`src/verilog/batch_pkg.sv`:
```
package batch_pkg;

    // Number of tracked resources per dependency vector
    localparam int dep_width = 16;

    // Owner program ID width
    localparam int id_width = 64;

    // One bit per tracked resource
    typedef logic [dep_width-1:0] dep_vec_t;

    // One scheduled transaction
    typedef struct packed {
        logic [id_width-1:0] program_id;
        dep_vec_t            read_deps;
        dep_vec_t            write_deps;
    } txn_t;

    // Footprint of a flushed batch
    typedef struct packed {
        logic [7:0] entry_count;
        dep_vec_t   read_union;
        dep_vec_t   write_union;
    } batch_summary_t;

    // Sequencer states
    typedef enum logic [1:0] {
        collect = 2'd0,
        drain   = 2'd1,
        done    = 2'd2
    } seq_state_e;

endpackage

```
`src/verilog/batch_buffer.sv`:
```
`timescale 1ns/10ps

module batch_buffer #(
    parameter int max_batch = 8
) (
    input  logic                           clk,
    input  logic                           rst_n,
    input  logic                           wr_en,
    input  batch_pkg::txn_t                wr_txn,
    input  logic                           rd_adv,
    input  logic                           clear,
    output batch_pkg::txn_t                head_txn,
    output logic [$clog2(max_batch+1)-1:0] entry_count,
    output logic                           full,
    output logic                           last,
    output batch_pkg::dep_vec_t            read_union,
    output batch_pkg::dep_vec_t            write_union
);

    localparam int cnt_w = $clog2(max_batch + 1);
    localparam int idx_w = (max_batch > 1) ? $clog2(max_batch) : 1;

    batch_pkg::txn_t  entries [max_batch];
    logic [cnt_w-1:0] rd_pos;
    logic [idx_w-1:0] wr_idx;
    logic [idx_w-1:0] rd_idx;

    // Entries are written in order, so the count is also the write slot
    assign wr_idx = entry_count[idx_w-1:0];
    assign rd_idx = rd_pos[idx_w-1:0];

    assign head_txn = entries[rd_idx];
    assign full     = (entry_count == cnt_w'(max_batch));
    assign last     = ((rd_pos + cnt_w'(1)) == entry_count);

    always_ff @(posedge clk) begin
        if (wr_en) begin
            entries[wr_idx] <= wr_txn;
        end
    end

    always_ff @(posedge clk or negedge rst_n) begin
        if (!rst_n) begin
            entry_count <= '0;
            rd_pos      <= '0;
            read_union  <= '0;
            write_union <= '0;
        end else if (clear) begin
            entry_count <= '0;
            rd_pos      <= '0;
            read_union  <= '0;
            write_union <= '0;
        end else begin
            if (wr_en) begin
                entry_count <= entry_count + cnt_w'(1);
                // Accumulate the batch footprint as entries arrive
                read_union  <= read_union | wr_txn.read_deps;
                write_union <= write_union | wr_txn.write_deps;
            end
            if (rd_adv) begin
                rd_pos <= rd_pos + cnt_w'(1);
            end
        end
    end

    // Upstream must stop accepting once the batch is full
    assert property (@(posedge clk) disable iff (!rst_n) wr_en |-> !full)
        else $error("batch_buffer write while full");

    // A replay beat needs a stored entry behind it
    assert property (@(posedge clk) disable iff (!rst_n) rd_adv |-> (entry_count != '0))
        else $error("batch_buffer read advance on empty batch");

endmodule

```
`src/verilog/flush_timer.sv`:
```
`timescale 1ns/10ps

module flush_timer #(
    parameter int max_batch      = 8,
    parameter int min_batch      = 2,
    parameter int timeout_cycles = 100
) (
    input  logic                           clk,
    input  logic                           rst_n,
    input  logic                           collecting,
    input  logic                           wr_en,
    input  logic [$clog2(max_batch+1)-1:0] entry_count,
    output logic                           flush
);

    localparam int cnt_w = $clog2(max_batch + 1);
    localparam int tmr_w = $clog2(2 * timeout_cycles + 1);

    logic [tmr_w-1:0] idle_cnt;
    logic             has_entries;
    logic             enough_entries;

    assign has_entries    = (entry_count != '0);
    assign enough_entries = (entry_count >= cnt_w'(min_batch));

    // Idle cycles of a nonempty batch still being collected
    always_ff @(posedge clk or negedge rst_n) begin
        if (!rst_n) begin
            idle_cnt <= '0;
        end else if (!collecting || wr_en || !has_entries) begin
            idle_cnt <= '0;
        end else if (idle_cnt != tmr_w'(2 * timeout_cycles)) begin
            idle_cnt <= idle_cnt + tmr_w'(1);
        end
    end

    // Small batches get twice the wait before they are sent on
    always_comb begin
        flush = 1'b0;
        if (collecting) begin
            if (enough_entries) begin
                flush = (idle_cnt == tmr_w'(timeout_cycles));
            end else begin
                flush = (idle_cnt == tmr_w'(2 * timeout_cycles));
            end
        end
    end

    assert property (@(posedge clk) disable iff (!rst_n) flush |-> has_entries)
        else $error("flush_timer flush with empty batch");

endmodule

```
`src/verilog/batch_sequencer.sv`:
```
`timescale 1ns/10ps

module batch_sequencer #(
    parameter int max_batch = 8
) (
    input  logic                           clk,
    input  logic                           rst_n,
    input  logic                           in_valid,
    output logic                           in_ready,
    output logic                           out_valid,
    input  logic                           out_ready,
    input  logic                           full,
    input  logic                           last,
    input  logic                           flush,
    input  logic [$clog2(max_batch+1)-1:0] entry_count,
    input  batch_pkg::dep_vec_t            read_union,
    input  batch_pkg::dep_vec_t            write_union,
    output logic                           wr_en,
    output logic                           rd_adv,
    output logic                           clear,
    output logic                           collecting,
    output logic                           batch_done,
    output batch_pkg::batch_summary_t      summary,
    output logic [31:0]                    transactions_batched
);

    localparam int cnt_w = $clog2(max_batch + 1);

    batch_pkg::seq_state_e state;
    batch_pkg::seq_state_e state_nxt;
    logic                  fill_accept;
    logic                  last_beat;

    assign collecting = (state == batch_pkg::collect);
    assign in_ready   = collecting && !full;
    assign wr_en      = in_valid && in_ready;

    // The accept that brings the count up to max_batch
    assign fill_accept = wr_en && (entry_count == cnt_w'(max_batch - 1));

    assign out_valid  = (state == batch_pkg::drain);
    assign rd_adv     = out_valid && out_ready;
    assign last_beat  = rd_adv && last;

    assign batch_done = (state == batch_pkg::done);
    assign clear      = batch_done;

    always_comb begin
        state_nxt = state;
        case (state)
            batch_pkg::collect: begin
                if (full || flush || fill_accept) begin
                    state_nxt = batch_pkg::drain;
                end
            end
            batch_pkg::drain: begin
                if (last_beat) begin
                    state_nxt = batch_pkg::done;
                end
            end
            batch_pkg::done: begin
                state_nxt = batch_pkg::collect;
            end
            default: begin
                state_nxt = batch_pkg::collect;
            end
        endcase
    end

    always_ff @(posedge clk or negedge rst_n) begin
        if (!rst_n) begin
            state <= batch_pkg::collect;
        end else begin
            state <= state_nxt;
        end
    end

    // Summary is loaded on the final beat so it is valid with batch_done
    always_ff @(posedge clk or negedge rst_n) begin
        if (!rst_n) begin
            summary <= '0;
        end else if (last_beat) begin
            summary <= '{
                entry_count: 8'(entry_count),
                read_union:  read_union,
                write_union: write_union
            };
        end
    end

    always_ff @(posedge clk or negedge rst_n) begin
        if (!rst_n) begin
            transactions_batched <= '0;
        end else if (rd_adv) begin
            transactions_batched <= transactions_batched + 32'd1;
        end
    end

    // Valid stays up until the beat is taken
    assert property (@(posedge clk) disable iff (!rst_n)
        (out_valid && !out_ready) |=> out_valid)
        else $error("batch_sequencer out_valid dropped without transfer");

endmodule

```
`src/verilog/batch_top.sv`:
```
`timescale 1ns/10ps

module batch_top #(
    parameter int max_batch      = 8,
    parameter int min_batch      = 2,
    parameter int timeout_cycles = 100
) (
    input  logic                      clk,
    input  logic                      rst_n,
    input  logic                      in_valid,
    output logic                      in_ready,
    input  batch_pkg::txn_t           in_txn,
    output logic                      out_valid,
    input  logic                      out_ready,
    output batch_pkg::txn_t           out_txn,
    output logic                      batch_done,
    output batch_pkg::batch_summary_t summary,
    output logic [31:0]               transactions_batched
);

    localparam int cnt_w = $clog2(max_batch + 1);

    logic                wr_en;
    logic                rd_adv;
    logic                clear;
    logic                collecting;
    logic                full;
    logic                last;
    logic                flush;
    logic [cnt_w-1:0]    entry_count;
    batch_pkg::dep_vec_t read_union;
    batch_pkg::dep_vec_t write_union;
    batch_pkg::txn_t     head_txn;

    // Replay data comes straight from the entry at the read index
    assign out_txn = head_txn;

    batch_buffer #(
        .max_batch (max_batch)
    ) i_buffer (
        .clk         (clk),
        .rst_n       (rst_n),
        .wr_en       (wr_en),
        .wr_txn      (in_txn),
        .rd_adv      (rd_adv),
        .clear       (clear),
        .head_txn    (head_txn),
        .entry_count (entry_count),
        .full        (full),
        .last        (last),
        .read_union  (read_union),
        .write_union (write_union)
    );

    flush_timer #(
        .max_batch      (max_batch),
        .min_batch      (min_batch),
        .timeout_cycles (timeout_cycles)
    ) i_timer (
        .clk         (clk),
        .rst_n       (rst_n),
        .collecting  (collecting),
        .wr_en       (wr_en),
        .entry_count (entry_count),
        .flush       (flush)
    );

    batch_sequencer #(
        .max_batch (max_batch)
    ) i_sequencer (
        .clk                  (clk),
        .rst_n                (rst_n),
        .in_valid             (in_valid),
        .in_ready             (in_ready),
        .out_valid            (out_valid),
        .out_ready            (out_ready),
        .full                 (full),
        .last                 (last),
        .flush                (flush),
        .entry_count          (entry_count),
        .read_union           (read_union),
        .write_union          (write_union),
        .wr_en                (wr_en),
        .rd_adv               (rd_adv),
        .clear                (clear),
        .collecting           (collecting),
        .batch_done           (batch_done),
        .summary              (summary),
        .transactions_batched (transactions_batched)
    );

endmodule

```
`config.mk`:
```
export PLATFORM = sky130hd
export DESIGN_NAME = batch_top
export DESIGN_NICKNAME = d
export VERILOG_FILES = /design/src/verilog/batch_pkg.sv /design/src/verilog/batch_buffer.sv /design/src/verilog/flush_timer.sv /design/src/verilog/batch_sequencer.sv /design/src/verilog/batch_top.sv
export SDC_FILE = /design/constraint.sdc
export NUM_CORES = 1
export LEC_CHECK = 0
export BUFFER_PORTS_ARGS = -buffer_cell sky130_fd_sc_hd__buf_2
export CORE_MARGIN = 4
export CORE_UTILIZATION = 59
export CTS_BUF_LIST = sky130_fd_sc_hd__clkbuf_16
export DETAILED_ROUTE_END_ITERATION = 10
export PLACE_DENSITY = 0.87
export SLEW_MARGIN = 20
export SYNTH_ARGS = -nofsm -noshare
export SYNTH_HDL_FRONTEND = slang
export SYNTH_SLANG_ARGS = --single-unit
```
`constraint.sdc`:
```
create_clock -name clk -period 14.1 [get_ports clk]
set_clock_uncertainty 0.1 [all_clocks]
set_input_delay 1.41 -clock clk [delete_from_list [all_inputs] [get_ports clk]]
set_output_delay 1.41 -clock clk [all_outputs]
set_load 0.01 [all_outputs]
```
==> results.sh <==
export IMPL_start_kind="register"
export IMPL_antenna_found_initial=9
export IMPL_grt_pass1_vias=17900
export IMPL_postCtsResizedCells=0
export IMPL_cts_buffers=87
export IMPL_fin_setup_tns_ns=0
export IMPL_p_clk_share_pct=29.4
export IMPL_synth_top_area_cell="edfxtp_1"
export IMPL_start_util_pct=59.9
export IMPL_min_to="i_sequencer.transactions_batched[31]"
export IMPL_num_vias=16600
export IMPL_dieArea_mm2=0.0613
export IMPL_crit_required_ns=12.59
export IMPL_cp_max_fo=46
export IMPL_synth_most_common_cell="edfxtp_1"
export IMPL_final_antenna_net_count=0
export IMPL_ys_seq_area_share_pct=76.8
export IMPL_syn_area_mm2=0.0339
export IMPL_ctsLongestPathBuffers=3
export IMPL_crit_path_end_kind="output port"
export IMPL_grt_pass1_wl_mm=114
export IMPL_grt_overflow=0
export IMPL_num_rows=87
export IMPL_cts_tree="built"
export IMPL_leakagePower_nw=13.2
export IMPL_min_period_over_period_pct=36.5
export IMPL_yosysTopAreaCellShare_pct=68.0
export IMPL_fin_area_mm2=0.0389
export IMPL_root_buffer="clkbuf_16"
export IMPL_synth_edf_count=768
export IMPL_post_dp_hpwl_mm=39.0
export IMPL_p_int_mw=5.53
export IMPL_chipWidth_um=248
export IMPL_gp_congestion=0.838
export IMPL_first_pass_iters=7
export IMPL_ys_ff_latch=886
export IMPL_rsz0062_at_grt="false"
export IMPL_dpl_worst_slack_ns=9.23
export IMPL_drc=0
export IMPL_p_sw_share_pct=29.3
export IMPL_synthDistinctLibCells=47
export IMPL_outcome="complete, no violations"
export IMPL_wirelength_mm=75.1
export IMPL_drive_gt1_share_pct=37.6
export IMPL_synthFlopType="edfxtp_1"
export IMPL_arrival_ns=3.63
export IMPL_yosys_top_cells_area="edfxtp_1 68%, mux4_2 13%, dfrtp_1 8.7%"
export IMPL_clkTransAtPathRegs_ns=0.06
export IMPL_maxSlewHeadroom_pct=25.6
export IMPL_wl_per_cell_um=27.9
export IMPL_peakVddDrop_mv=0.123
export IMPL_hold_path_class="reg -> reg"
export IMPL_fin_ws_ns=8.96
export IMPL_r2r_end="i_buffer.entries[1][61]"
export IMPL_ctsHoldBuffers=0
export IMPL_p_seq_share_pct=43.4
export IMPL_fmaxAchievable_mhz=195
export IMPL_io_pins=271
export IMPL_track_usage_pct=25.1
export IMPL_place_inst=2525
export IMPL_hold_path_depth=1
export IMPL_synth_common_cells="768 x edfxtp_1, 192 x mux4_2, 118 x dfrtp_1"
export IMPL_min_from="i_sequencer.transactions_batched[31]"
export IMPL_power_density_mw_per_mm2=201
export IMPL_cts_setup_buffers=0
export IMPL_io_buffers=266
export IMPL_clock_sinks=886
export IMPL_rr_startpoint="i_buffer.entry_count[0]"
export IMPL_place_area_mm2=0.0360
export IMPL_yosys_warnings=0
export IMPL_ff2ff_path_depth=7
export IMPL_worst_pin_slew_ns=1.12
export IMPL_async_reset_ff_share_pct=13.3
export IMPL_r2r_slack_ns=10.44
export IMPL_hold_viol_final=0
export IMPL_n_fill_cell=3345
export IMPL_core_mm2=0.0566
export IMPL_htree_num_levels=3
export IMPL_whs_ns=0.377
export IMPL_slew_viol_final=0
export IMPL_syn_inst=1554
export IMPL_final_cells=2691
export IMPL_nNetsFinal=1967
export IMPL_syn_to_final_growth_pct=14.8
export IMPL_fp_dieH_um=248
export IMPL_maxCapViolCount=0
export IMPL_period_needed_ns=5.14
export IMPL_critPathKind="reg -> out"
export IMPL_routed_via_density=6.17
export IMPL_p_switching_mw=2.29
export IMPL_p_comb_share_pct=27.2
export IMPL_drt_iter0_drc=1545
export IMPL_clock_latency_ns=0.63
export IMPL_setup_viol=0
export IMPL_syn_avg_cell_area_um2=21.8
export IMPL_grt_max_degree=97
-- how the worst max path moves through the flow --
stage	startpoint	slack [ns]	cells after the start	end
2_1_floorplan	in_valid	2.60	2	i_buffer.entries[0][0]
3_3_place_gp	i_buffer.rd_pos[0]	9.31	4	out_txn[57]
3_5_place_dp	i_buffer.rd_pos[0]	9.23	4	out_txn[56]
4_1_cts	i_buffer.rd_pos[0]	8.48	4	out_txn[56]
5_1_grt	i_buffer.rd_pos[0]	8.62	5	out_txn[66]
6_report	i_buffer.rd_pos[0]	8.96	5	out_txn[66]
-- power by group through the flow --
stage          combinational (mW)  clock, mW  sequential, mW
6_report                     2.12       2.30            3.40
3_3_place_gp                 2.03          0            3.43
2_1_floorplan                1.48          0            3.36
4_1_cts                      2.13       2.33            3.42
3_5_place_dp                 2.08          0            3.46
5_1_grt                      2.28       2.46            3.43
-- flip-flops by register name, indices dropped and copies added (netlist names) --
name	count
i_timer.idle_cnt	8
i_sequencer.summary	36
i_sequencer.transactions_batched	32
i_buffer.entry_count	4
i_buffer.entries	768
i_buffer.rd_pos	4
i_sequencer.state	2
i_buffer.write_union	16
i_buffer.read_union	16
-- layer usage --
| layer | global-route usage (%) | vias to the layer above | wire (um) | part of all wire [%] |
|---|---|---|---|---|
| li1 | - | 6954 | - | - |
| met1 | 33.4 | 8777 | 28300 | 38 |
| met2 | 42.3 | 759 | 39000 | 52 |
| met3 | 5.64 | 112 | 6100 | 8.1 |
| met4 | 7.67 | 6 | 1640 | 2.2 |
| met5 | 0 | - | 40 | 0.053 |
-- cells by family after synthesis --
group | share of synthesized area (%)
adder cells (fa/ha/maj) | 0.258
buffers and inverters | 1.32
AND/OR/NAND/NOR | 2.61
XOR/XNOR | 1.25
flip-flops | 76.8
other | 0.0111
multiplexers | 17.2
AO/OA/AOI/OAI | 0.628
-- stage by stage --
step	util [%]	total power [mW]
after global routing	68.7	8.16
after global placement	63.6	5.46
final	68.7	7.82
after floorplan	-	4.84
after CTS	68.6	7.88
after detailed placement	63.6	5.54
-- cell type report --
type | count | area (um^2) | area share (%)
well taps | 756 | 946 | 2.43
inverters | 6 | 22.5 | 0.0579
multi-input cells | 588 | 7490 | 19.3
clock inverters | 69 | 622 | 1.60
diodes | 7 | 17.5 | 0.0450
flip-flops and latches | 886 | 26000 | 66.9
clock buffers | 88 | 2200 | 5.66
repair buffers | 291 | 1570 | 4.05
-- critical path: stages (launching register included) --
cell     delay [ns]
dfrtp_4        0.85
buf_12         0.30
buf_4          0.76
mux4_2         0.62
mux2_2         0.30
buf_2          0.15
-- placed cells by master (no fill, tap or decap), types with 4 or more instances in the layout --
cell type	n
buf_6	4
clkinv_2	15
ha_1	7
edfxtp_1	768
buf_2	265
conb_1	4
mux2_2	96
clkbuf_16	88
bufinv_16	11
xnor2_1	28
nand4_1	15
and4_1	5
o21ai_0	5
nand3_1	22
nand2_1	26
mux2_1	35
mux4_2	192
and3_1	8
inv_1	21
clkinvlp_4	6
diode_2	7
nor2_1	48
a21oi_1	34
nor4_1	7
xor2_1	16
clkinv_1	17
buf_4	19
dfrtp_1	115
nor3_2	6
Note: power is estimated with default switching activity, not from simulation.
